===== src/prach_mixer_pkg.sv =====
`default_nettype none

package prach_mixer_pkg;

   // mixer geometry
   localparam int N_CARRIERS = 2;
   localparam int N_ANTENNAS = 2;
   // lane index is carrier * N_ANTENNAS + antenna
   localparam int N_LANES = N_CARRIERS * N_ANTENNAS;

   // width of I and of Q, a sample word is {Q, I}
   localparam int PRECISION = 16;

   // counter, coefficient and phase width
   localparam int PHASE_W = 24;

   // quarter table address taken from phase bits 21:18
   localparam int LUT_ADDR_W = 4;

   // pipeline depths in enabled cycles
   localparam int NCO_LATENCY = 4;
   localparam int MIX_LATENCY = 3;

   // wishbone word address
   localparam int WB_ADDR_W = 2;

   // round(32767 * sin(2*pi*k/64)), first quadrant only
   localparam logic signed [PRECISION-1:0] SIN_QTR [2**LUT_ADDR_W] = '{
      16'sd0,
      16'sd3212,
      16'sd6393,
      16'sd9512,
      16'sd12539,
      16'sd15446,
      16'sd18204,
      16'sd20787,
      16'sd23170,
      16'sd25329,
      16'sd27245,
      16'sd28898,
      16'sd30273,
      16'sd31356,
      16'sd32137,
      16'sd32609
   };

endpackage

`default_nettype wire


===== src/cmplx_mix.sv =====
`timescale 1ns/1ps
`default_nettype none

module cmplx_mix
   import prach_mixer_pkg::*;
(
   input  wire                        clk,
   input  wire                        rst_n,
   input  wire                        clk_en,
   input  wire                        valid_in,
   input  wire  [2*PRECISION-1:0]     data_in,
   input  wire  [2*PRECISION-1:0]     nco,
   output logic                       valid_out,
   output logic [2*PRECISION-1:0]     data_out
);

   logic signed [PRECISION-1:0]   ai;
   logic signed [PRECISION-1:0]   aq;
   logic signed [PRECISION-1:0]   nc;
   logic signed [PRECISION-1:0]   ns;
   logic signed [2*PRECISION-1:0] p_ic;
   logic signed [2*PRECISION-1:0] p_qs;
   logic signed [2*PRECISION-1:0] p_is;
   logic signed [2*PRECISION-1:0] p_qc;
   logic signed [2*PRECISION-1:0] sum_i;
   logic signed [2*PRECISION-1:0] sum_q;
   logic [2*PRECISION-1:0]        dout_r;
   logic [MIX_LATENCY-1:0]        valid_sr;

   // sample is {Q, I}, nco is {sin, cos}
   assign ai = data_in[PRECISION-1:0];
   assign aq = data_in[2*PRECISION-1:PRECISION];
   assign nc = nco[PRECISION-1:0];
   assign ns = nco[2*PRECISION-1:PRECISION];

   always_ff @(posedge clk) begin
      if (clk_en) begin
         p_ic <= ai * nc;
         p_qs <= aq * ns;
         p_is <= ai * ns;
         p_qc <= aq * nc;
      end
   end

   // nco magnitude stays below 2^15, sums fit 32 bits
   always_ff @(posedge clk) begin
      if (clk_en) begin
         sum_i <= p_ic - p_qs;
         sum_q <= p_is + p_qc;
      end
   end

   // keep bits 30:15, plain truncation
   always_ff @(posedge clk) begin
      if (clk_en) begin
         dout_r <= {sum_q[2*PRECISION-2 -: PRECISION], sum_i[2*PRECISION-2 -: PRECISION]};
      end
   end

   always_ff @(posedge clk or negedge rst_n) begin
      if (!rst_n) begin
         valid_sr <= '0;
      end else if (clk_en) begin
         valid_sr <= {valid_sr[MIX_LATENCY-2:0], valid_in};
      end
   end

   assign valid_out = valid_sr[MIX_LATENCY-1];
   assign data_out  = dout_r;

endmodule

`default_nettype wire


===== config.mk =====
export PLATFORM = sky130hd
export DESIGN_NAME = cmplx_mix
export DESIGN_NICKNAME = d
export VERILOG_FILES = /design/src/prach_mixer_pkg.sv /design/src/cmplx_mix.sv
export SDC_FILE = /design/constraint.sdc
export NUM_CORES = 2
export LEC_CHECK = 0
export BUFFER_PORTS_ARGS = -buffer_cell sky130_fd_sc_hd__buf_2
export CAP_MARGIN = 0
export CORE_MARGIN = 2
export CORE_UTILIZATION = 60
export DETAILED_ROUTE_END_ITERATION = 10
export GPL_ROUTABILITY_DRIVEN = 0
export PLACE_DENSITY = 0.78
export SYNTH_ARGS = -nofsm -noshare
export SYNTH_HDL_FRONTEND = slang
export SYNTH_SLANG_ARGS = --single-unit

===== constraint.sdc =====
create_clock -name clk -period 3.01 [get_ports clk]
set_input_delay 0.602 -clock clk [delete_from_list [all_inputs] [get_ports clk]]
set_output_delay 0.602 -clock clk [all_outputs]
set_load 0.01 [all_outputs]

==> out/metrics.csv <==
metric,value,unit
outcome,finished with violations,
violations,negative setup slack,
slew_violations,0,
fin_hold_ws,354.2,ps
synth.most_common_cell,inv_1,
cap_violations,0,
fin_crit_sh,2.087,
ant_nets,0,
cts_made_buffers,17,
fin_nets,6950,
r2r_slack,-30,ps
reg2reg_depth,10,
rsz0062_at_grt,true,
hold_viol_final,0,
row_count,101,
path_delay_family,adder cells,
wl,148.5,mm
grt_pass1_vias,41184,
worst_slew_margin_rel,0.5612,
max_stage_delay,840,ps
clockBufferDepth,2,
area_growth,28.38,%
critPathBufInv,6,
yosysWarnings,0,
vias,37768,
slowest_stage,fa_1,
netlist.area_leader.share,0.4439,
tightest_slew,641.6,ps
synth_edf_count,188,
ys_types,62,
initial_utilization,0.6071,
async_flop_share,0.01571,
clock_latency,510,ps
hold_end,valid_sr[0]$_DFFE_PN0P_,
r2r_start,p_is[19]$_DFFE_PP_,
synth_area_leaders,"fa_1, edfxtp_1, ha_1",
hpwlAfterDp,99.50,mm
dr.pass1.iters,7,
hold_depth,2,
grt_overflow,0,
min_period,6283,ps
die_area,79210,um^2
drt_iter0_markers,3720,
cts_tree,built,
drive_above_1_share,0.2825,
yosys-top-cells-count,"inv_1, fa_1, nand2_1",
synthFlopType,edfxtp_1,
grt_pass1_wl,214.3,mm
hold_start,valid_in,
post_synth_instance_area,46180,um^2
cts_sinks,191,
viasPerCell,5.786,
yosysTopAreaCell,fa_1,
worst_slack,-3273,ps
path_common_cell,fa_1,
ys_ff_latch,191,
syn-num-nets,6229,
core_area,76080,um^2
clock.fmax,159.2,MHz
routedWlPerCell,22.75,um
setup_viol,106,
critPathKind,primary input to register,
io_pins,101,
fp.dieW,281.4,um
endpoint_kind,register,
port_buffers,100,
clk_pin_slew,90,ps
cp.required,3280,ps
cp-start-kind,primary input,
hold_class,primary input to register,
grt_max_degree,51,
track_usage,0.3544,
die_y,281.4,um
yosysSeqAreaShare,0.1239,
path_max_fanout,13,
h-tree-depth,4,
cp_cell_sequence,buf_6 -> buf_4 -> nand2_1 -> fa_1 -> fa_1 -> fa_1 -> inv_2 -> fa_2 -> fa_1 -> inv_1 -> fa_1 -> inv_2 -> ha_4 -> buf_6 -> o211ai_1 -> nand2_4 -> nand3_4 -> o21ai_4 -> nand2_2 -> o211ai_1 -> a21oi_1 -> o21bai_1 -> xor2_1,
drcViolationCount,0,
fin_skew,25.02,ps
synthCells,4759,
antenna_found_initial,11,
syn_avg_cell_area,9.704,um^2
arrival,6550,ps
root_buffer,clkbuf_16,
rr_endpoint,sum_q[30]$_DFFE_PP_,
-- logic make-up after synthesis --
family	Yosys count	synth area share
adder cells (fa/ha/maj)	1402	0.5463
buffers and inverters	1383	0.1124
AND/OR/NAND/NOR	1254	0.1338
AO/OA/AOI/OAI	346	0.04879
flip-flops	191	0.1239
XOR/XNOR	180	0.03414
multiplexers	3	0.0007314
-- sequential cells by signal (all words and copies together), names as in the netlist --
register  flops
data_out     32
p_is         31
p_qs         31
sum_i        16
valid_sr      3
sum_q        16
p_ic         31
p_qc         31
-- worst register-to-register path: stages (launching register included) --
cell and delay [ps]:
edfxtp_1 530, ha_4 310, a21o_1 170, a21o_1 170, a21oi_1 200, o21ai_1 140, a31o_2 300, o41a_1 390
a21o_1 250, a21oi_2 160, xnor2_1 200
-- per-stage QoR --
step | worst slack, ps | utilization | TNS (ps) | area [um^2] | instances
global route | -3359 | 0.7793 | -254040 | 59280 | 6525
CTS | -2740 | 0.7625 | -215250 | 58010 | 6484
global placement | -3629 | 0.7132 | -288310 | 54250 | 6364
floorplan | -3143 | - | -218990 | 48160 | 4759
detailed placement | -3700 | 0.7132 | -295380 | 54250 | 6364
finish | -3273 | 0.7793 | -244550 | 59290 | 6528
-- worst max path at each step --
stage	depth (start not counted)	start	end	slack, ps
after floorplan	23	data_in[15]	p_is[30]$_DFFE_PP_	-3140
final	23	nco[2]	p_ic[29]$_DFFE_PP_	-3270
after global placement	22	nco[17]	p_qs[29]$_DFFE_PP_	-3630
after global routing	25	nco[7]	p_ic[30]$_DFFE_PP_	-3360
after CTS	23	nco[22]	p_qs[29]$_DFFE_PP_	-2740
after detailed placement	22	nco[17]	p_qs[29]$_DFFE_PP_	-3700
-- metal layers --
| metal | routed length (um) | part of all wire | track usage |
|---|---|---|---|
| met4 | 13810 | 0.093 | 0.2276 |
| met5 | 129 | 0.00087 | 0 |
| met2 | 69940 | 0.47 | 0.5919 |
| met3 | 16150 | 0.11 | 0.06563 |
| met1 | 48480 | 0.33 | 0.4247 |
-- what timing repair did --
action | 4_1_cts | 5_1_grt
endpoints found under the hold margin | 3 | 0
hold buffers | 1 | 0
buffers inserted | 112 | 61
endpoints found under the setup margin | 110 | 111
resized for setup | 535 | 247
pin swaps | 269 | 255
gates cloned | 5 | 0
-- layout make-up --
type | count | area, um^2
multi-input combinational | 3185 | 38720
sequential | 191 | 5720
tap | 1030 | 1289
clock buffer | 17 | 425.4
clock inverter | 15 | 143.9
fill | 4217 | 16790
inverter | 1189 | 4471
timing repair buffer | 896 | 8503
antenna | 5 | 12.51
-- layout by cell type (no fill, tap or decap), types with 11 or more instances in the layout --
master	netlist	routed
a21o_1	55	55
a21oi_1	103	47
a21oi_2	1	43
a21oi_4	0	14
and2_1	479	406
and2_4	0	73
buf_12	0	81
buf_2	0	46
buf_4	0	595
buf_6	0	139
buf_8	0	21
clkbuf_16	0	17
edfxtp_1	188	188
fa_1	1024	971
fa_2	0	53
ha_1	378	267
ha_2	0	14
ha_4	0	97
inv_1	1188	1106
inv_2	0	81
nand2_1	549	496
nand2_2	0	43
nand2b_1	36	33
nand3_1	21	16
nor2_1	103	76
nor2_2	0	19
nor3_1	21	14
o21a_1	21	20
o21ai_0	58	20
o21ai_1	6	11
o21ai_2	0	22
o21ai_4	0	11
o21bai_1	17	13
xnor2_1	136	99
xnor2_2	0	33
xor2_1	44	35
Power is not shown: default switching activity piles up to over one toggle a cycle in this logic, so the estimate is an artifact.
