## config.mk

```make
export PLATFORM = sky130hd
export DESIGN_NAME = nco_bank
export DESIGN_NICKNAME = d
export VERILOG_FILES = /design/src/prach_mixer_pkg.sv /design/src/nco_bank.sv
export SDC_FILE = /design/constraint.sdc
export NUM_CORES = 2
export LEC_CHECK = 0
export BUFFER_PORTS_ARGS = -buffer_cell sky130_fd_sc_hd__buf_4
export CAP_MARGIN = 20
export CORE_MARGIN = 1.5
export CORE_UTILIZATION = 35
export DETAILED_ROUTE_END_ITERATION = 10
export PLACE_DENSITY = 0.54
export SYNTH_ARGS = -nofsm -noshare
export SYNTH_HDL_FRONTEND = slang
export SYNTH_SLANG_ARGS = --single-unit
```

## constraint.sdc

```tcl
create_clock -name clk -period 7.45 [get_ports clk]
set_clock_uncertainty 0.2 [all_clocks]
set_input_delay 0.745 -clock clk [delete_from_list [all_inputs] [get_ports clk]]
set_output_delay 0.745 -clock clk [all_outputs]
set_load 0.005 [all_outputs]
```

## src/prach_mixer_pkg.sv

```systemverilog
`default_nettype none

package prach_mixer_pkg;

   // mixer geometry
   localparam int N_CARRIERS = 2;
   localparam int N_ANTENNAS = 2;
   // lane index is carrier * N_ANTENNAS + antenna
   localparam int N_LANES = N_CARRIERS * N_ANTENNAS;

   // width of I and of Q, a sample word is {Q, I}
   localparam int PRECISION = 16;

   // counter, coefficient and phase width
   localparam int PHASE_W = 24;

   // quarter table address taken from phase bits 21:18
   localparam int LUT_ADDR_W = 4;

   // pipeline depths in enabled cycles
   localparam int NCO_LATENCY = 4;
   localparam int MIX_LATENCY = 3;

   // wishbone word address
   localparam int WB_ADDR_W = 2;

   // round(32767 * sin(2*pi*k/64)), first quadrant only
   localparam logic signed [PRECISION-1:0] SIN_QTR [2**LUT_ADDR_W] = '{
      16'sd0,
      16'sd3212,
      16'sd6393,
      16'sd9512,
      16'sd12539,
      16'sd15446,
      16'sd18204,
      16'sd20787,
      16'sd23170,
      16'sd25329,
      16'sd27245,
      16'sd28898,
      16'sd30273,
      16'sd31356,
      16'sd32137,
      16'sd32609
   };

endpackage

`default_nettype wire

```

## src/nco_bank.sv

```systemverilog
`timescale 1ns/1ps
`default_nettype none

module nco_bank
   import prach_mixer_pkg::*;
(
   input  wire                               clk,
   input  wire                               rst_n,
   input  wire                               clk_en,
   input  wire                               advance,
   input  wire  [N_CARRIERS*PHASE_W-1:0]     coef,
   output logic [N_CARRIERS*2*PRECISION-1:0] nco_cs
);

   logic [PHASE_W-1:0] cnt;

   // shared sample counter, one step per cycle with any valid lane
   always_ff @(posedge clk or negedge rst_n) begin
      if (!rst_n) begin
         cnt <= '0;
      end else if (clk_en && advance) begin
         cnt <= cnt + 1'b1;
      end
   end

   genvar c;
   generate
      for (c = 0; c < N_CARRIERS; c = c + 1) begin : g_carrier
         logic [PHASE_W-1:0]            phase_r;
         logic [LUT_ADDR_W-1:0]         addr;
         logic [LUT_ADDR_W-1:0]         mirror;
         logic signed [PRECISION-1:0]   sin_lut;
         logic signed [PRECISION-1:0]   cos_lut;
         logic [1:0]                    quad_r;
         logic signed [PRECISION-1:0]   s0_r;
         logic signed [PRECISION-1:0]   c0_r;
         logic signed [PRECISION-1:0]   s1_r;
         logic signed [PRECISION-1:0]   c1_r;
         logic                          neg_s_r;
         logic                          neg_c_r;
         logic [2*PRECISION-1:0]        nco_r;

         // phase bits 21:18 address the quarter table
         assign addr   = phase_r[PHASE_W-3 -: LUT_ADDR_W];
         // cos(a) = sin(16 - a), a = 0 falls off the table
         assign mirror = LUT_ADDR_W'(0) - addr;

         assign sin_lut = SIN_QTR[addr];
         assign cos_lut = (addr == '0) ? {1'b0, {(PRECISION-1){1'b1}}} : SIN_QTR[mirror];

         // stage 1, phase is counter times coefficient mod 2^24
         always_ff @(posedge clk) begin
            if (clk_en) begin
               phase_r <= cnt * coef[c*PHASE_W +: PHASE_W];
            end
         end

         // stage 2, first quadrant lookup
         always_ff @(posedge clk) begin
            if (clk_en) begin
               quad_r <= phase_r[PHASE_W-1 -: 2];
               s0_r   <= sin_lut;
               c0_r   <= cos_lut;
            end
         end

         // stage 3, odd quadrants swap sin and cos
         always_ff @(posedge clk) begin
            if (clk_en) begin
               s1_r    <= quad_r[0] ? c0_r : s0_r;
               c1_r    <= quad_r[0] ? s0_r : c0_r;
               neg_s_r <= quad_r[1];
               neg_c_r <= quad_r[1] ^ quad_r[0];
            end
         end

         // stage 4, quadrant sign and {sin, cos} packing
         always_ff @(posedge clk) begin
            if (clk_en) begin
               nco_r <= {neg_s_r ? -s1_r : s1_r, neg_c_r ? -c1_r : c1_r};
            end
         end

         assign nco_cs[c*2*PRECISION +: 2*PRECISION] = nco_r;
      end
   endgenerate

endmodule

`default_nettype wire

```

==> results.tsv <==
stage	metric	value	unit
run_status	status	completed	
routing	routed vias	18600	
place	Placed Instances	3917	
timing	fin crit share	92.4	%
final_layout	Ant. Diodes	0	
final_layout	final net count	3550	
die	Die Area	82200	um^2
setup_path	CP Capture Type	flip-flop	
logic_synthesis	Mapped Cells	2868	
routing	DRT antenna net count	0	
routing	Remaining DRCs	0	
final_layout	non-filler cells in the finished layout	3962	
grt	largest net degree at the start of global routing	78	
pwr	Static Leak	13.7	nW
routing	detail-routed via count per cell	4.69	
timing	slew margin rel.	29.7	%
min_path	hold depth	0	
logic_synthesis	Post-Syn Nets	3523	
final_layout	Fill cells	8020	
routing	M1 WL	31100	um
final_layout	FF+latch area	6730	um^2
timing	final setup TNS	0	ps
min_path	Hold Path Class	reg -> reg	
logic_synthesis	number of synthesized flops with an enable pin	204	
final_layout	most common cell after layout, fill and taps aside	inv_1	
grt	GRT Overall Usage	16.7	%
logic_synthesis	Yosys reg bits	228	
logic_synthesis	post-synth top area cell	fa_1	
place	buffers added on ports	115	
pwr	P per Cell Area	424	nW/um^2
final_layout	commonest cells after routing, fill and taps aside	inv_1, fa_1, nand2_1, and2_1, edfxtp_1	
clocking	total CTS buffers	25	
timing	Final Hold Vio Count	0	
clocking	Post-CTS Setup Bufs	0	
pwr	largest vdd supply drop	0.000296	V
clocking	CTS clk-pin slew, worst paths	60	ps
die	I/O pin cnt	116	
logic_synthesis	Post-synth ARST share	10.5	%
routing	Detailed Routing Iterations Pass 1	5	
grt	total congestion overflow	0	
grt	vias in the first global route	19600	
die	row count	103	
routing	highest metal used	met4	
clocking	Clock Path Buffers	3	
setup_path	worst r2r path cells	20	
grt	initial antenna violation count	0	
logic_synthesis	post-synthesis cell area	28200	um^2
clocking	H-tree levels	1	
routing	Routed WL	66200	um
timing	Final min period	6880	ps
flow_run	Max-Cap Viols	0	
die	Die H	287	um
place	post-DP HPWL	51500	um
routing	initial DRC count	998	
final_layout	footprint of the multi-input gates	18700	um^2
die	CORE AREA	79300	um^2
timing	Worst Tran Pin Value	1050	ps
grt	first-pass GRT wire length	109000	um
setup_path	worst path required time	7540	ps
clocking	worst-skew pair later-pin latency	560	ps
logic_synthesis	Netlist cell types	68	
routing	met2 WL	31600	um
logic_synthesis	synth warn	0	
die	die extent in x	287	um
setup_path	crit start category	flip-flop	
logic_synthesis	Primary FF master, synth	edfxtp_1	
timing	Final Setup Violations	0	
die	initial core utilization	35.5	%
clocking	CTS Root Cell	clkbuf_16	
final_layout	layout cells sized above 1	9.03	%
setup_path	crit path kind	reg -> reg	
timing	RSZ-0062 raised after global routing	false	
clocking	cts repair resizes	0	
timing	max-slew violations	0	
logic_synthesis	largest cells by area after synthesis	fa_1, edfxtp_1, ha_1	
final_layout	Area Overhead vs Synth	9.69	%
logic_synthesis	top-area cell type share of the netlist area	30.1	%
routing	WL/cell	16.7	um
logic_synthesis	syn_area_per_cell	9.82	um^2
clocking	CTS sink count	228	
logic_synthesis	Seq/Total Area, Yosys	23.9	%
timing	fmax	145	MHz
setup_path	Worst Path Max Fanout	21	
routing	met3 WL post-DR	2320	um
clocking	clock tree from TritonCTS	built	
setup_path	crit path DAT	6970	ps
place	RePlAce Congestion	0.820	
==> metrics by stage <==
step / hold WS, ps / setup slack [ps] / area (um^2) / total power [mW] / util (%)
after global routing: 229 / 95.7 / 30900 / 14.7 / 39.0
after CTS: 220 / 442 / 30900 / 13.3 / 39.0
after floorplan: 200 / 744 / 28200 / 9.06 / -
final: 218 / 569 / 30900 / 13.1 / 39.0
after detailed placement: 206 / 366 / 30100 / 12.0 / 38.0
after global placement: 201 / 391 / 30100 / 12.0 / 38.0
==> critical path, cell delays in order, from the launching register on <==
cell and delay [ps]:
dfrtp_1 930, nand2_1 180, fa_1 580, inv_1 70, fa_1 550, inv_1 60
fa_1 530, inv_1 40, ha_1 180, fa_1 460, fa_1 550, inv_1 50
fa_1 480, inv_1 50, ha_1 280, a21oi_1 340, o211ai_1 270, a21oi_2 220
a31oi_1 160, a2111oi_2 370, xnor2_1 90
==> cell usage after synthesis (all sizes together), types with 6 or more instances <==
cell type / number
a211oi: 6
a21o: 6
a21oi: 43
and2: 324
buf: 20
clkbuf: 136
dfrtp: 24
edfxtp: 204
fa: 424
ha: 179
inv: 570
mux2: 61
nand2: 367
nand2b: 16
nand3: 21
nor2: 56
nor2b: 6
nor3: 24
o211ai: 9
o21ai: 72
o22ai: 8
o31ai: 18
or3: 6
or4: 9
xnor2: 152
xor2: 27
==> cell type report <==
type,count,area share (%)
clock inverter,14,0.482
tap,1050,4.25
multi-input combinational,1914,60.5
clock buffer,30,2.09
sequential,228,21.8
timing repair buffer,156,3.94
inverter,570,6.93
==> final timing paths <==
check                                          from  slack (ps)                       end
max                                         cnt[10]         570  g_carrier[0].phase_r[23]
min                        g_carrier[1].phase_r[22]         220    g_carrier[1].quad_r[0]
max reg2reg                                 cnt[10]         570  g_carrier[0].phase_r[23]
min reg2reg                g_carrier[1].phase_r[22]         220    g_carrier[1].quad_r[0]
max in group asynchronous                     rst_n        6350                    cnt[2]
min in group asynchronous                     rst_n         420                   cnt[19]
==> where the power goes <==
group	switching (mW)	internal [mW]	leakage [nW]
Combinational	5.16	4.03	11.0
Sequential	0.440	2.24	2.32
Clock	0.503	0.718	0.385
Total	6.11	6.99	13.7
==> logic make-up after synthesis <==
logic type               Yosys count  share of synthesized area (%)
buffers and inverters            726                           9.73
AND/OR/NAND/NOR                  855                           15.2
adder cells (fa/ha/maj)          604                           38.1
flip-flops                       228                           23.9
XOR/XNOR                         181                           5.73
AO/OA/AOI/OAI                    208                           4.72
multiplexers                      66                           2.62
==> routing by layer <==
metal | GRT usage [%] | vias to the layer above
li1 | - | 8856
met1 | 23.7 | 9312
met2 | 28.3 | 345
met3 | 1.30 | 67
met4 | 2.84 | 0
met5 | 0 | -
==> sequential cells by signal, indices dropped and copies added, names as in the netlist <==
signal / flops
g_carrier.s1_r: 30
g_carrier.quad_r: 4
g_carrier.c0_r: 30
g_carrier.c1_r: 30
cnt: 24
g_carrier.nco_r: 64
g_carrier.s0_r: 30
g_carrier.neg_s_r: 2
g_carrier.neg_c_r: 2
g_carrier.phase_r: 12
==> what timing repair did <==
item                                   in CTS  in global routing
setup endpoints to repair                   0                  0
endpoints found under the hold margin      24                  0
hold buffers                                1                  0
Power figures use the tool's default switching activity.
