===== src/prach_mixer_pkg.sv =====
`default_nettype none

package prach_mixer_pkg;

   // mixer geometry
   localparam int N_CARRIERS = 2;
   localparam int N_ANTENNAS = 2;
   // lane index is carrier * N_ANTENNAS + antenna
   localparam int N_LANES = N_CARRIERS * N_ANTENNAS;

   // width of I and of Q, a sample word is {Q, I}
   localparam int PRECISION = 16;

   // counter, coefficient and phase width
   localparam int PHASE_W = 24;

   // quarter table address taken from phase bits 21:18
   localparam int LUT_ADDR_W = 4;

   // pipeline depths in enabled cycles
   localparam int NCO_LATENCY = 4;
   localparam int MIX_LATENCY = 3;

   // wishbone word address
   localparam int WB_ADDR_W = 2;

   // round(32767 * sin(2*pi*k/64)), first quadrant only
   localparam logic signed [PRECISION-1:0] SIN_QTR [2**LUT_ADDR_W] = '{
      16'sd0,
      16'sd3212,
      16'sd6393,
      16'sd9512,
      16'sd12539,
      16'sd15446,
      16'sd18204,
      16'sd20787,
      16'sd23170,
      16'sd25329,
      16'sd27245,
      16'sd28898,
      16'sd30273,
      16'sd31356,
      16'sd32137,
      16'sd32609
   };

endpackage

`default_nettype wire


===== src/lane_align.sv =====
`timescale 1ns/1ps
`default_nettype none

module lane_align
   import prach_mixer_pkg::*;
(
   input  wire                        clk,
   input  wire                        rst_n,
   input  wire                        clk_en,
   input  wire                        valid_in,
   input  wire  [2*PRECISION-1:0]     data_in,
   output logic                       valid_out,
   output logic [2*PRECISION-1:0]     data_out
);

   logic [NCO_LATENCY-1:0] valid_sr;
   logic [2*PRECISION-1:0] data_sr [NCO_LATENCY];

   always_ff @(posedge clk or negedge rst_n) begin
      if (!rst_n) begin
         valid_sr <= '0;
      end else if (clk_en) begin
         valid_sr <= {valid_sr[NCO_LATENCY-2:0], valid_in};
      end
   end

   // one sample per stage, matches nco pipeline
   always_ff @(posedge clk) begin
      if (clk_en) begin
         data_sr[0] <= data_in;
         for (int i = 1; i < NCO_LATENCY; i++) begin
            data_sr[i] <= data_sr[i-1];
         end
      end
   end

   assign valid_out = valid_sr[NCO_LATENCY-1];
   assign data_out  = data_sr[NCO_LATENCY-1];

endmodule

`default_nettype wire


===== config.mk =====
export PLATFORM = sky130hd
export DESIGN_NAME = lane_align
export DESIGN_NICKNAME = d
export VERILOG_FILES = /design/src/prach_mixer_pkg.sv /design/src/lane_align.sv
export SDC_FILE = /design/constraint.sdc
export NUM_CORES = 1
export LEC_CHECK = 0
export ABC_AREA = 1
export BUFFER_PORTS_ARGS = -buffer_cell sky130_fd_sc_hd__buf_2
export CELL_PAD_IN_SITES_DETAIL_PLACEMENT = 1
export CELL_PAD_IN_SITES_GLOBAL_PLACEMENT = 2
export CORE_MARGIN = 1.5
export CORE_UTILIZATION = 42
export CTS_BUF_LIST = sky130_fd_sc_hd__clkbuf_16
export CTS_CLUSTER_SIZE = 30
export DETAILED_ROUTE_END_ITERATION = 8
export GPL_TIMING_DRIVEN = 0
export PLACE_DENSITY_LB_ADDON = 0.1
export SYNTH_ARGS = -nofsm -noshare
export SYNTH_HDL_FRONTEND = slang
export SYNTH_SLANG_ARGS = --single-unit

===== constraint.sdc =====
create_clock -name clk -period 0.8 [get_ports clk]
set_input_delay 0.16 -clock clk [delete_from_list [all_inputs] [get_ports clk]]
set_output_delay 0.16 -clock clk [all_outputs]
set_load 0.02 [all_outputs]

==> results.sh, run 1 <==
export IMPL_netlist_top_cells_count="edfxtp_1 (128), nand2_1 (12), dfrtp_1 (4)"
export IMPL_yosys_area_top_type="edfxtp_1"
export IMPL_hp_class="input port to async pin"
export IMPL_p_leak_nw=2.14
export IMPL_met1_usage=0.127
export IMPL_timing_final_crit_share=1.40
export IMPL_synth_most_common_cell="edfxtp_1"
export IMPL_intPower_w=0.0137
export IMPL_drtIter0Drc=34
export IMPL_rsz0062_at_grt="yes"
export IMPL_antenna_cells=0
export IMPL_synthesis_area_um2=3990
export IMPL_synthMuxAreaShare=0
export IMPL_switching_share=0.199
export IMPL_status="finished with violations"
export IMPL_clk_path_buf_depth=2
export IMPL_grt_use_met2=0.219
export IMPL_drive_gt1_frac=0.363
export IMPL_power_switching_w=0.00342
export IMPL_via_per_inst=4.34
export IMPL_skew_ns=0.00807
export IMPL_initial_utilization=0.432
export IMPL_timing_worst_setup_path_type="flip-flop to output port"
export IMPL_power_density_nw_per_um2=3010
export IMPL_arrival_ns=0.96
export IMPL_die_h_um=101
export IMPL_synth_top_family_by_area="simple AND/OR/NAND/NOR gates"
export IMPL_cts_buffers=17
export IMPL_required_ns=0.64
export IMPL_port_buffers=68
export IMPL_postSynthAreaPerCell_um2=27.5
export IMPL_cp_end_kind="output port"
export IMPL_crit_path_max_incr_delay_ns=0.40
export IMPL_worst_pin_slew_ns=0.366
export IMPL_slew_headroom=0.756
export IMPL_ys_seq_area_frac=0.988
export IMPL_violations="setup timing"
export IMPL_synthTopCellsByArea="edfxtp_1 (96%), dfrtp_1 (2.5%), nand2_1 (1.1%)"
export IMPL_comb_power_share=0.042
export IMPL_path_buf_inv=1
export IMPL_grt_busiest_layer="met2"
export IMPL_clkPwrFrac=0.475
export IMPL_synthSimpleGateAreaFrac=0.0113
export IMPL_drc=0
export IMPL_grt_overflow=0
export IMPL_cts_tree="yes"
export IMPL_layout_min_cycle_time_ns=1.12
export IMPL_dr_total_vias=1779
export IMPL_synth_nets=181
export IMPL_synth_edf_count=128
export IMPL_dr_pass1_iters=4
export IMPL_dp_hpwl_um=3180
export IMPL_maxSlewViolCount=0
export IMPL_ios=69
export IMPL_rows=35
export IMPL_wl_per_cell_um=14.9
export IMPL_synth_xor_area_frac=0
export IMPL_synth_ff_type="edfxtp_1"
export IMPL_start_kind="flip-flop"
export IMPL_seq_area_um2=3940
export IMPL_grt_pass1_vias=1861
export IMPL_grt_max_degree=69
export IMPL_synthArstFlopShare=0.0303
export IMPL_ys_warnings_count=0
export IMPL_clk_latency_ns=0.41
export IMPL_ir_drop_mv=1.52
export IMPL_dieArea_um2=10100
export IMPL_drt_wl_total_um=6110
export IMPL_clkTransAtPathRegs_ns=0.06
export IMPL_seqPwrFrac=0.483
export IMPL_grt_pass1_wl_um=8940
export IMPL_synth_compound_area_frac=0
export IMPL_num_nets_final=304
export IMPL_cts_root_buf="clkbuf_16"
export IMPL_synth_fa_ha_area_frac=0
export IMPL_clock_sinks=132
export IMPL_drtAntennaViolNets=0
export IMPL_fin_tns_setup_ns=-9.68
export IMPL_nFillCells=745
export IMPL_cpMaxStageDelayCell="edfxtp_1"
export IMPL_antenna_found_initial=0
export IMPL_fmax_ghz=0.890
export IMPL_final_util=0.617
export IMPL_finalSetupViolCount=33
export IMPL_yosysUniqueCellTypes=4
export IMPL_grt_use_met3=0.0617
export IMPL_synth_top_area_frac=0.963
export IMPL_die_x_um=101
export IMPL_htree_levels=4
export IMPL_multi_input_area_um2=45.0
export IMPL_path_cells="buf_6"
export IMPL_synth_cells=145
export IMPL_path_delay_family="flip-flops"
export IMPL_routabilityCongestion=0.666
export IMPL_timing_final_hold_violations=0
export IMPL_max_cap_viol_count=0
export IMPL_grt_usage=0.128
export IMPL_final_setup_worst_slack_ns=-0.324
export IMPL_core_area_um2=9240
export IMPL_synth_seq_cells=132
export IMPL_syn2layout_area_growth_pct=42.7
export IMPL_crit_fanout=1
export IMPL_postCtsSetupBuffers=0
-- per-layer routing --
metal	wire length, µm	share of wire
met2	3440	0.56
met3	330	0.054
met1	2240	0.37
met5	0	0
met4	100	0.016
-- cells in the final DEF, fill, tap and decap left out --
cell type and n:
dfrtp_1 4, buf_12 1, clkinv_2 2, nand2_1 12, clkinv_1 1, clkinv_4 2
buf_2 40, edfxtp_1 128, inv_2 1, buf_6 27, buf_16 1, clkinvlp_4 2
dlygate4sd3_1 34, clkbuf_16 18, bufinv_16 4, inv_6 4
-- stage by stage --
step                      setup WS (ns)  power (W)  std cells  area [µm²]  hold slack, ns
after floorplan                   0.124    0.00851        145        3990          -0.136
after global placement            -1.72    0.00883        342        4490         -0.0382
after detailed placement         -0.797    0.00890        343        4520         -0.0302
after CTS                        -0.360     0.0173        409        5580          0.0542
after global routing             -0.361     0.0177        410        5700          0.0693
final                            -0.324     0.0172        410        5700          0.0746
-- final cells by class --
cell class | instances | share of cell area
flip-flops and latches | 132 | 0.692
multi-input cells | 12 | 0.00791
clock buffers | 17 | 0.0747
repair buffers | 104 | 0.161
inverters | 1 | 0.000659
clock inverters | 15 | 0.0354
well taps | 129 | 0.0283
-- path summary, 6_finish.rpt --
path,from,endpoint,slack (ns),depth (start not counted)
max in group asynchronous,rst_n,valid_sr[0]$_DFFE_PN0P_,0.60,2
hold / removal,rst_n,valid_sr[1]$_DFFE_PN0P_,0.07,2
hold reg to reg,data_sr[1][3]$_DFFE_PP_,data_sr[2][3]$_DFFE_PP_,0.41,0
setup / recovery,data_sr[3][31]$_DFFE_PP_,data_out[31],-0.32,1
min in group clk,clk_en,data_sr[0][16]$_DFFE_PP_,0.15,1
setup reg to reg,data_sr[1][16]$_DFFE_PP_,data_sr[2][16]$_DFFE_PP_,0.14,0
-- state kept, by name, indices dropped and copies added (netlist names) --
register / flops
valid_sr: 4
data_sr: 128
-- cell families (layout without fill, tap and decap cells) --
family | Yosys count | count (layout)
DFF | 132 | 132
and+or+nand+nor | 12 | 12
buffers and inverters | 1 | 137
-- power by group through the flow --
stage	Combinational [W]	Clock, W	Sequential (W)
2_1_floorplan	0.0000219	0	0.00849
3_3_place_gp	0.000447	0	0.00838
3_5_place_dp	0.000489	0	0.00841
4_1_cts	0.000667	0.00834	0.00828
5_1_grt	0.000774	0.00861	0.00832
6_report	0.000726	0.00815	0.00828
-- repair_timing --
action	CTS	global route
cloned	0	1
setup endpoints to repair	100	34
resized for setup	27	30
endpoints found under the hold margin	37	0
hold buffers	34	0
Power figures use the tool's default switching activity.
==> inputs of run 2 (changes only) <==
--- a/config.mk
+++ b/config.mk
@@ -10,7 +10,7 @@
 export CELL_PAD_IN_SITES_DETAIL_PLACEMENT = 1
 export CELL_PAD_IN_SITES_GLOBAL_PLACEMENT = 2
 export CORE_MARGIN = 1.5
-export CORE_UTILIZATION = 42
+export CORE_UTILIZATION = 35
 export CTS_BUF_LIST = sky130_fd_sc_hd__clkbuf_16
 export CTS_CLUSTER_SIZE = 30
 export DETAILED_ROUTE_END_ITERATION = 8
==> results.sh, run 2 (same netlist as run 1, synthesis figures left out) <==
export IMPL_clk_path_buf_depth=2
export IMPL_violations="setup timing"
export IMPL_worst_pin_slew_ns=0.356
export IMPL_required_ns=0.64
export IMPL_fmax_ghz=0.889
export IMPL_finalSetupViolCount=33
export IMPL_timing_worst_setup_path_type="flip-flop to output port"
export IMPL_comb_power_share=0.042
export IMPL_maxSlewViolCount=0
export IMPL_crit_fanout=1
export IMPL_mostFrequentLayoutCells="edfxtp_1 (128), buf_2 (44), dlygate4sd3_1 (34)"
export IMPL_slew_headroom=0.763
export IMPL_antenna_found_initial=0
export IMPL_initial_utilization=0.364
export IMPL_die_x_um=110
export IMPL_wl_per_cell_um=13.8
export IMPL_dr_pass1_iters=4
export IMPL_power_density_nw_per_um2=2980
export IMPL_clkPwrFrac=0.469
export IMPL_num_nets_final=304
export IMPL_drtIter0Drc=70
export IMPL_timing_final_hold_violations=0
export IMPL_dp_slack_ns=-0.607
export IMPL_grt_max_degree=74
export IMPL_grt_pass1_wl_um=8490
export IMPL_skew_ns=0.00782
export IMPL_p_leak_nw=2.12
export IMPL_layout_min_cycle_time_ns=1.12
export IMPL_antenna_cells=0
export IMPL_drive_gt1_frac=0.359
export IMPL_path_delay_family="flip-flops"
export IMPL_final_setup_worst_slack_ns=-0.325
export IMPL_clk_latency_ns=0.41
export IMPL_drc=0
export IMPL_ios=69
export IMPL_port_buffers=68
export IMPL_cpMaxStageDelayCell="edfxtp_1"
export IMPL_via_per_inst=4.21
export IMPL_rows=38
export IMPL_routabilityCongestion=0.606
export IMPL_clkTransAtPathRegs_ns=0.06
export IMPL_regMostFlops="data_sr"
export IMPL_grt_usage=0.103
export IMPL_syn2layout_area_growth_pct=42.1
export IMPL_clock_sinks=132
export IMPL_layout_commonest_cell="edfxtp_1"
export IMPL_intPower_w=0.0137
export IMPL_grt_overflow=0
export IMPL_largestRegisters="data_sr x128, valid_sr x4"
export IMPL_cp_end_kind="output port"
export IMPL_cts_tree="yes"
export IMPL_crit_path_max_incr_delay_ns=0.40
export IMPL_status="finished with violations"
export IMPL_htree_levels=4
export IMPL_path_buf_inv=1
export IMPL_power_w=0.0169
export IMPL_dp_hpwl_um=2940
export IMPL_path_cells="buf_6"
export IMPL_grt_pass1_vias=1764
export IMPL_seqPwrFrac=0.489
export IMPL_cts_root_buf="clkbuf_16"
export IMPL_drtAntennaViolNets=0
export IMPL_largest_reg_flops=128
export IMPL_max_cap_viol_count=0
export IMPL_ir_drop_mv=1.23
export IMPL_switching_share=0.193
export IMPL_rsz0062_at_grt="yes"
export IMPL_hp_class="input port to async pin"
export IMPL_drt_wl_total_um=5830
export IMPL_power_switching_w=0.00326
export IMPL_wl_met1_um=2230
export IMPL_cts_buffers=17
export IMPL_postCtsSetupBuffers=0
export IMPL_die_h_um=110
export IMPL_timing_final_crit_share=1.41
export IMPL_core_area_um2=11000
export IMPL_start_kind="flip-flop"
export IMPL_met2WireLength_um=3170
export IMPL_dieArea_um2=12100
export IMPL_top_layer="met4"
export IMPL_wl_met3_um=252
export IMPL_arrival_ns=0.96
export IMPL_dr_total_vias=1771
export IMPL_whs_ns=0.0971
[run 2: area by class of cell]
cell class / count / area [µm²]
Fill cell: 983 / 5310
Sequential cell: 132 / 3940
Timing Repair Buffer: 104 / 892
Clock buffer: 17 / 425
Clock inverter: 15 / 190
Tap cell: 140 / 175
Multi-Input combinational cell: 12 / 45.0
Inverter: 1 / 3.75
[run 2: timing repair]
item	in CTS	in global routing
gates resized for setup	20	28
hold buffers	34	0
endpoints found under the hold margin	37	0
gates cloned	0	1
endpoints found under the setup margin	105	68
[run 2: per-layer routing]
layer | track usage | vias to the layer above
li1 | - | 826
met1 | 0.102 | 883
met2 | 0.171 | 47
met3 | 0.0415 | 15
met4 | 0.0807 | 0
met5 | 0 | -
[run 2: final timing paths]
check	from	end	slack (ns)	cells past startpoint
min in group clk	clk_en	data_sr[2][31]$_DFFE_PP_	0.14	1
min	rst_n	valid_sr[0]$_DFFE_PN0P_	0.1	2
max in group asynchronous	rst_n	valid_sr[1]$_DFFE_PN0P_	0.58	2
max	data_sr[3][31]$_DFFE_PP_	data_out[31]	-0.32	1
min reg2reg	data_sr[2][5]$_DFFE_PP_	data_sr[3][5]$_DFFE_PP_	0.42	0
max reg2reg	data_sr[0][8]$_DFFE_PP_	data_sr[1][8]$_DFFE_PP_	0.15	0
[run 2: through the flow]
step                      utilization  setup TNS (ns)  area (µm²)  cells
final                           0.517           -9.48        5680    421
after global routing            0.517          -10.70        5680    421
after floorplan                     -               0        3990    145
after CTS                       0.506          -10.35        5560    420
after detailed placement        0.414          -54.23        4540    354
after global placement          0.410         -230.75        4510    353
[run 2: power by group through the flow]
stage | logic, W | clock network [W] | registers [W]
3_3_place_gp | 0.000451 | 0 | 0.00839
4_1_cts | 0.000660 | 0.00815 | 0.00827
5_1_grt | 0.000770 | 0.00841 | 0.00831
3_5_place_dp | 0.000489 | 0 | 0.00840
6_report | 0.000713 | 0.00794 | 0.00827
2_1_floorplan | 0.0000219 | 0 | 0.00849
