===== src/prach_mixer_pkg.sv =====
`default_nettype none

package prach_mixer_pkg;

   // mixer geometry
   localparam int N_CARRIERS = 2;
   localparam int N_ANTENNAS = 2;
   // lane index is carrier * N_ANTENNAS + antenna
   localparam int N_LANES = N_CARRIERS * N_ANTENNAS;

   // width of I and of Q, a sample word is {Q, I}
   localparam int PRECISION = 16;

   // counter, coefficient and phase width
   localparam int PHASE_W = 24;

   // quarter table address taken from phase bits 21:18
   localparam int LUT_ADDR_W = 4;

   // pipeline depths in enabled cycles
   localparam int NCO_LATENCY = 4;
   localparam int MIX_LATENCY = 3;

   // wishbone word address
   localparam int WB_ADDR_W = 2;

   // round(32767 * sin(2*pi*k/64)), first quadrant only
   localparam logic signed [PRECISION-1:0] SIN_QTR [2**LUT_ADDR_W] = '{
      16'sd0,
      16'sd3212,
      16'sd6393,
      16'sd9512,
      16'sd12539,
      16'sd15446,
      16'sd18204,
      16'sd20787,
      16'sd23170,
      16'sd25329,
      16'sd27245,
      16'sd28898,
      16'sd30273,
      16'sd31356,
      16'sd32137,
      16'sd32609
   };

endpackage

`default_nettype wire


===== src/coef_regs.sv =====
`timescale 1ns/1ps
`default_nettype none

module coef_regs
   import prach_mixer_pkg::*;
(
   input  wire                            clk,
   input  wire                            rst_n,
   input  wire                            wb_cyc,
   input  wire                            wb_stb,
   input  wire                            wb_we,
   input  wire  [WB_ADDR_W-1:0]           wb_adr,
   input  wire  [31:0]                    wb_dat_w,
   output logic [31:0]                    wb_dat_r,
   output logic                           wb_ack,
   output logic [N_CARRIERS*PHASE_W-1:0]  coef
);

   logic [PHASE_W-1:0] coef_q [N_CARRIERS];
   logic [31:0]        rd_word;
   logic               req;

   // new request, ack not yet given
   assign req = wb_cyc && wb_stb && !wb_ack;

   // single cycle ack, held strobe gets no second ack
   always_ff @(posedge clk or negedge rst_n) begin
      if (!rst_n) begin
         wb_ack <= 1'b0;
      end else begin
         wb_ack <= req;
      end
   end

   // unmapped addresses read as zero
   always_comb begin
      rd_word = '0;
      for (int k = 0; k < N_CARRIERS; k++) begin
         if (wb_adr == WB_ADDR_W'(k)) begin
            rd_word = 32'(coef_q[k]);
         end
      end
   end

   // read data lines up with ack
   always_ff @(posedge clk) begin
      if (req) begin
         wb_dat_r <= rd_word;
      end
   end

   always_ff @(posedge clk or negedge rst_n) begin
      if (!rst_n) begin
         for (int k = 0; k < N_CARRIERS; k++) begin
            coef_q[k] <= '0;
         end
      end else if (wb_ack && wb_cyc && wb_stb && wb_we) begin
         for (int k = 0; k < N_CARRIERS; k++) begin
            if (wb_adr == WB_ADDR_W'(k)) begin
               coef_q[k] <= wb_dat_w[PHASE_W-1:0];
            end
         end
      end
   end

   genvar c;
   generate
      for (c = 0; c < N_CARRIERS; c = c + 1) begin : g_coef
         assign coef[c*PHASE_W +: PHASE_W] = coef_q[c];
      end
   endgenerate

endmodule

`default_nettype wire


===== config.mk =====
export PLATFORM = sky130hd
export DESIGN_NAME = coef_regs
export DESIGN_NICKNAME = d
export VERILOG_FILES = /design/src/prach_mixer_pkg.sv /design/src/coef_regs.sv
export SDC_FILE = /design/constraint.sdc
export NUM_CORES = 1
export LEC_CHECK = 0
export ABC_AREA = 1
export BUFFER_PORTS_ARGS = -buffer_cell sky130_fd_sc_hd__buf_2
export CAP_MARGIN = 20
export CORE_MARGIN = 2
export CORE_UTILIZATION = 40
export DETAILED_ROUTE_END_ITERATION = 16
export GPL_TIMING_DRIVEN = 0
export HOLD_SLACK_MARGIN = 0.06
export PLACE_DENSITY_LB_ADDON = 0.1
export SKIP_CTS_REPAIR_TIMING = 1
export SLEW_MARGIN = 40
export SYNTH_ARGS = -nofsm -noshare
export SYNTH_HDL_FRONTEND = slang
export SYNTH_SLANG_ARGS = --single-unit

===== constraint.sdc =====
create_clock -name clk -period 2 [get_ports clk]
set_input_delay 0.1 -clock clk [delete_from_list [all_inputs] [get_ports clk]]
set_output_delay 0.1 -clock clk [all_outputs]
set_load 0.03 [all_outputs]

==> results of run 1 <==
==> power breakdown <==
group	switching, mW	leakage [nW]	internal, mW	total [mW]
Combinational	0.512	1.34	0.224	0.736
Clock	0.535	0.115	0.817	1.35
Sequential	0.0970	0.889	1.69	1.79
Total	1.14	2.34	2.73	3.87
==> cell type report <==
cell class	instances	area [sq um]
well taps	99	124
clock inverters	6	108
repair buffers	127	758
flip-flops and latches	73	1950
multi-input cells	232	961
fillers	690	3120
clock buffers	9	124
plain buffers	27	189
inverters	1	3.75
==> how the worst max path moves through the flow <==
stage	cells past startpoint	startpoint	slack [ns]	end
2_1_floorplan	1	wb_ack$_DFF_PN0_	0.39	wb_dat_r[0]$_DFFE_PP_
3_3_place_gp	1	wb_ack$_DFF_PN0_	0.12	wb_dat_r[3]$_DFFE_PP_
3_5_place_dp	1	wb_ack$_DFF_PN0_	0.56	wb_dat_r[6]$_DFFE_PP_
4_1_cts	1	wb_ack$_DFF_PN0_	0.54	wb_dat_r[2]$_DFFE_PP_
5_1_grt	1	wb_ack$_DFF_PN0_	0.48	wb_dat_r[6]$_DFFE_PP_
6_report	1	wb_ack$_DFF_PN0_	0.55	wb_dat_r[22]$_DFFE_PP_
==> metal layers <==
layer,track usage,wire length [um],part of all wire
met1,0.256,3520,0.45
met2,0.298,3700,0.47
met3,0.0440,518,0.066
met4,0.0821,113,0.014
met5,0,0,0
==> flip-flops by register name (all words and copies together), names as in the netlist <==
signal    flops
wb_dat_r     24
coef         48
wb_ack        1
==> kinds of logic after synthesis <==
family	count (synthesis)	share of synthesized area
flops	73	0.635
buf+inv	28	0.0628
other cells	1	0.00122
simple gates	224	0.301
==> cell usage in the layout, fill, tap and decap left out <==
cell	synthesis	routed
nand2_1	170	170
buf_2	10	112
dfrtp_1	49	49
nand3_1	48	48
dlygate4sd3_1	0	24
edfxtp_1	24	24
buf_4	14	15
clkbuf_8	0	9
conb_1	1	8
nor2_4	2	3
buf_6	3	3
bufinv_16	0	3
nand2_2	2	2
clkinv_2	0	2
inv_2	1	1
nor2_2	1	1
clkinvlp_4	0	1
==> stage by stage <==
step | total power [mW] | setup slack [ns] | hold WS (ns) | std cells | instance area [sq um]
after global placement | 2.51 | 0.116 | 0.347 | 535 | 3730
after CTS | 3.87 | 0.541 | -0.203 | 550 | 3970
final | 3.87 | 0.546 | 0.0138 | 574 | 4210
after floorplan | 2.27 | 0.392 | -0.196 | 333 | 3100
after detailed placement | 2.52 | 0.556 | 0.165 | 535 | 3740
after global routing | 4.04 | 0.475 | 0.0828 | 574 | 4210
==> flow_summary_export.csv, run 1 <==
group,metric,value,unit
sta,worst_pin_slew,0.820,ns
yosys,async_flop_share,0.671,
clocking,cts-root-buf,"clkbuf_8",
routing,ant_nets,0,
yosys,synth-seq-cells,73,
sta,fmax,688,MHz
pwr,leakage,2.34,nW
final_layout,drive_above_1_share,0.320,
clocking,numCtsBuffers,9,
placed_design,port_buffers,103,
yosys,synth_ff_type,"dfrtp_1",
worst_setup_path,r2r_start,"wb_ack$_DFF_PN0_",
routing,dr.pass1.iters,4,
worst_setup_path,r2r-end,"wb_dat_r[22]$_DFFE_PP_",
clocking,clk_pin_slew,0.07,ns
global_routing,grt_pass1_wl,12300,um
min_path,holdCritStartpoint,"wb_dat_w[6]",
global_routing,antenna_found_initial,0,
placed_design,place_hpwl,5320,um
sta,period_share,0.727,
worst_setup_path,ff2ff_path_depth,1,
yosys,synth_top_cells_by_count,"nand2_1, dfrtp_1, nand3_1",
clocking,cts_tree,"yes",
die,die_h,91.6,um
global_routing,grt_max_degree,50,
final_layout,synthToLayoutAreaGrowth,37.4,%
routing,via_count,2617,
yosys,ys_top_cells_by_area,"dfrtp_1, edfxtp_1, nand2_1, nand3_1, buf_4",
routing,drc_errors,0,
yosys,syn-cell-area,3070,sq um
yosys,synth_seq_area_share,0.635,
routing,drt_iter0_drc,121,
clocking,cts.sinks,73,
sta,slew_viol_final,0,
worst_setup_path,crit_required,1.96,ns
global_routing,overflow,0,
sta,max_slew_margin,0.452,
sta,setup_viol,0,
worst_setup_path,critPathMaxStageDelay,0.66,ns
worst_setup_path,slowest_stage,"nor2_4",
routing,avgRoutedWirePerCell,13.7,um
worst_setup_path,critPathBufInv,0,
die,start_util,0.418,
worst_setup_path,ff2ff_setup_slack,0.55,ns
sta,rsz0062_at_grt,"false",
yosys,syn_inst,326,
yosys,yosysTopAreaCell,"dfrtp_1",
die,die_w,91.6,um
sta,finalCriticalPeriod,1.45,ns
yosys,synth_warnings,0,
job,maxCapViolations,0,
routing,avgViaCountPerCell,4.56,
pwr,power.density,919,nW/um^2
die,rows,31,
pwr,ir_drop,0.398,mV
yosys,yosysMostFrequentCell,"nand2_1",
sta,final.setup.tns,0,ns
worst_setup_path,crit_fanout,25,
clocking,clockBufferDepth,2,
yosys,synth_top_area_frac,0.400,
final_layout,fin_nets,510,
worst_setup_path,critPathArrivalTime,1.42,ns
final_layout,final_util,0.575,
die,core_area,7330,sq um
final_layout,diodes,0,
worst_setup_path,cp_top_family,"simple AND/OR/NAND/NOR gates",
min_path,min_path_type,"input pin to flop",
worst_setup_path,worstSetupPathType,"flop to flop",
die,io_pins,120,
yosys,synth_edf_count,24,
global_routing,gr-usage-all-layers,0.191,
global_routing,grt_pass1_vias,2398,
min_path,hold_depth,3,
worst_setup_path,end_kind,"flop",
sta,clock_skew,0.0108,ns
min_path,holdPathEnd,"coef[30]$_DFFE_PN0P_",
outcome,status,"finished clean",
worst_setup_path,crit_path_cell_trace,"nor2_4",
yosys,synthDistinctLibCells,13,
die,die_area,8380,sq um
clocking,clk_latency,0.34,ns
routing,routed_wl,7850,um
yosys,syn_avg_cell_area,9.41,sq um
placed_design,finalWeightedCongestion,0.755,
sta,hold_viol_final,0,
clocking,htreeDepth,3,
worst_setup_path,worst_setup_path_start_kind,"flop",
(Power assumes the default switching activity.)
==> inputs of run 2 (changes only) <==
clock period = 1.2 ns   (was 2 ns; I/O delays follow)
==> run 2 against run 1 <==
Against the previous run: the flow now finishes with violations (negative setup slack); sequential power rose by 66%; core utilization rose by 0.67 points; count of clock-buffer cells in the layout rose by 1; via count rose by 0.53%; critical endpoint is now coef[43]$_DFFE_PN0P_; largest cell class unchanged.
==> flow_summary_export.csv, run 2 (synthesis gave the netlist of run 1 again) <==
group,metric,value,unit
pwr,p_int,4.42,mW
final_layout,multi_input_area,961,sq um
routing,avgRoutedWirePerCell,13.8,um
min_path,min_path_type,"input pin to flop",
final_layout,register_area,1950,sq um
sta,period_share,1.03,
die,die_h,91.6,um
worst_setup_path,slowest_stage,"dfrtp_2",
sta,worst_pin_slew,0.650,ns
routing,ant_nets,0,
global_routing,antenna_found_initial,0,
worst_setup_path,crit_required,1.43,ns
clocking,clk_pin_slew,0.07,ns
global_routing,grt_pass1_vias,2492,
global_routing,grt_max_degree,50,
final_layout,final_cell_mix,"nand2_1, buf_2, nand3_1, dfrtp_1, dlygate4sd3_1",
sta,rsz0062_at_grt,"true",
worst_setup_path,r2r-end,"coef[43]$_DFFE_PN0P_",
sta,finalCriticalPeriod,1.24,ns
placed_design,finalWeightedCongestion,0.776,
worst_setup_path,ff2ff_setup_slack,-0.04,ns
final_layout,final_util,0.581,
min_path,holdCritStartpoint,"wb_adr[1]",
worst_setup_path,cp_common_cell,"nand2_1",
final_layout,synthToLayoutAreaGrowth,39.0,%
sta,clock_skew,0.0108,ns
worst_setup_path,critPathBufInv,1,
clocking,clockBufferDepth,2,
placed_design,place_hpwl,5290,um
die,core_area,7330,sq um
worst_setup_path,cp_top_family,"simple AND/OR/NAND/NOR gates",
sta,timing.final.ws_setup,-0.0375,ns
global_routing,overflow,0,
pwr,p_sw_frac,0.303,
pwr,clkPwrFrac,0.333,
die,die_area,8380,sq um
die,start_util,0.418,
worst_setup_path,crit_path_cell_trace,"nand2_1, nor2_4, nand2_2, buf_2, nand2_1, nand2_1",
placed_design,place_area,3740,sq um
final_layout,drive_above_1_share,0.325,
clocking,numCtsBuffers,9,
clocking,cts_tree,"yes",
worst_setup_path,r2r_start,"wb_ack$_DFF_PN0_",
sta,setup_viol,28,
pwr,leakage,2.37,nW
placed_design,dp_slack,-0.233,ns
worst_setup_path,critPathMaxStageDelay,0.39,ns
routing,via_count,2631,
worst_setup_path,crit_cells,6,
clocking,clk_latency,0.34,ns
min_path,hold_depth,5,
outcome,violations,"negative setup slack",
pwr,power.density,1490,nW/um^2
routing,avgViaCountPerCell,4.54,
worst_setup_path,end_kind,"flop",
final_layout,fillers,690,
final_layout,diodes,0,
sta,hold_viol_final,0,
die,io_pins,120,
global_routing,gr-usage-all-layers,0.197,
sta,max_slew_margin,0.567,
clocking,cts.sinks,73,
clocking,htreeDepth,3,
placed_design,port_buffers,103,
routing,dr.pass1.iters,4,
job,maxCapViolations,0,
pwr,ir_drop,0.685,mV
routing,routed_wl,8020,um
min_path,holdPathEnd,"coef[24]$_DFFE_PN0P_",
routing,drc_errors,0,
clocking,cts-root-buf,"clkbuf_8",
worst_setup_path,worstSetupPathType,"flop to flop",
final_layout,instances_no_fill,579,
pwr,seqPwrFrac,0.469,
worst_setup_path,critPathArrivalTime,1.46,ns
worst_setup_path,ff2ff_path_depth,6,
global_routing,grt_pass1_wl,12700,um
die,rows,31,
final_layout,final_area,4260,sq um
sta,fmax,808,MHz
sta,slew_viol_final,0,
final_layout,layout_commonest_cell,"nand2_1",
pwr,p_switching,1.92,mW
worst_setup_path,crit_fanout,10,
outcome,status,"complete, but fails checks",
die,die_w,91.6,um
worst_setup_path,worst_setup_path_start_kind,"flop",
final_layout,largest_reg_flops,48,
placed_design,dp_cells,535,
routing,drt_iter0_drc,105,
final_layout,fin_nets,514,
pwr,p_comb_frac,0.198,
-- run 2: cell count changes in the layout (fill, tap and decap cells not counted) --
cell           before  now
clkbuf_4            0    1
clkinv_1            0    1
buf_12              0    1
buf_8               0    1
bufinv_16           3    2
dfrtp_2             0    1
dfrtp_1            49   48
buf_4              15   18
buf_2             112  109
clkbuf_8            9   10
dlygate4sd3_1      24   25
-- run 2: worst register-to-register path: stages (launching register included) --
cell and delay, ns:
dfrtp_2 0.39, nand2_1 0.09, nor2_4 0.17, nand2_2 0.13, buf_2 0.22, nand2_1 0.09, nand2_1 0.05
-- run 2: how the worst max path moves through the flow --
| stage | start | end | slack [ns] |
|---|---|---|---|
| final | wb_ack$_DFF_PN0_ | coef[43]$_DFFE_PN0P_ | -0.04 |
| after global routing | wb_ack$_DFF_PN0_ | coef[37]$_DFFE_PN0P_ | -0.11 |
| after CTS | wb_ack$_DFF_PN0_ | wb_dat_r[1]$_DFFE_PP_ | -0.24 |
| after detailed placement | wb_ack$_DFF_PN0_ | wb_dat_r[1]$_DFFE_PP_ | -0.23 |
| after global placement | wb_ack$_DFF_PN0_ | wb_dat_r[1]$_DFFE_PP_ | -0.22 |
| after floorplan | wb_ack$_DFF_PN0_ | wb_dat_r[0]$_DFFE_PP_ | -0.07 |
-- run 2: layer usage --
layer,GRT usage,routed length (um),vias to the layer above
met5,0,0,-
met4,0.0922,168,0
met3,0.0407,468,13
met2,0.309,3890,82
met1,0.262,3490,1218
li1,-,-,1318
-- run 2: final cells by class --
class	instances	area share
plain buffers	27	0.0461
clock buffers	10	0.0323
clock inverters	6	0.0191
inverters	1	0.000881
multi-input cells	232	0.225
flip-flops and latches	73	0.457
well taps	99	0.0291
repair buffers	131	0.190
-- run 2: power by group through the flow --
stage                     sequential (mW)  clock [mW]  combinational (mW)
after floorplan                      3.47           0               0.316
after global placement               3.02           0                1.16
after detailed placement             3.02           0                1.18
after CTS                            2.98        2.16                1.18
after global routing                 3.01        2.26                1.35
final                                2.97        2.11                1.25
-- run 2: through the flow --
step	hold slack, ns	total power, mW	setup TNS (ns)
floorplan	-0.236	3.78	-2.04
global placement	0.306	4.18	-5.80
detailed placement	0.129	4.21	-6.69
CTS	-0.238	6.32	-7.04
global route	0.183	6.62	-3.22
finish	0.152	6.34	-0.297
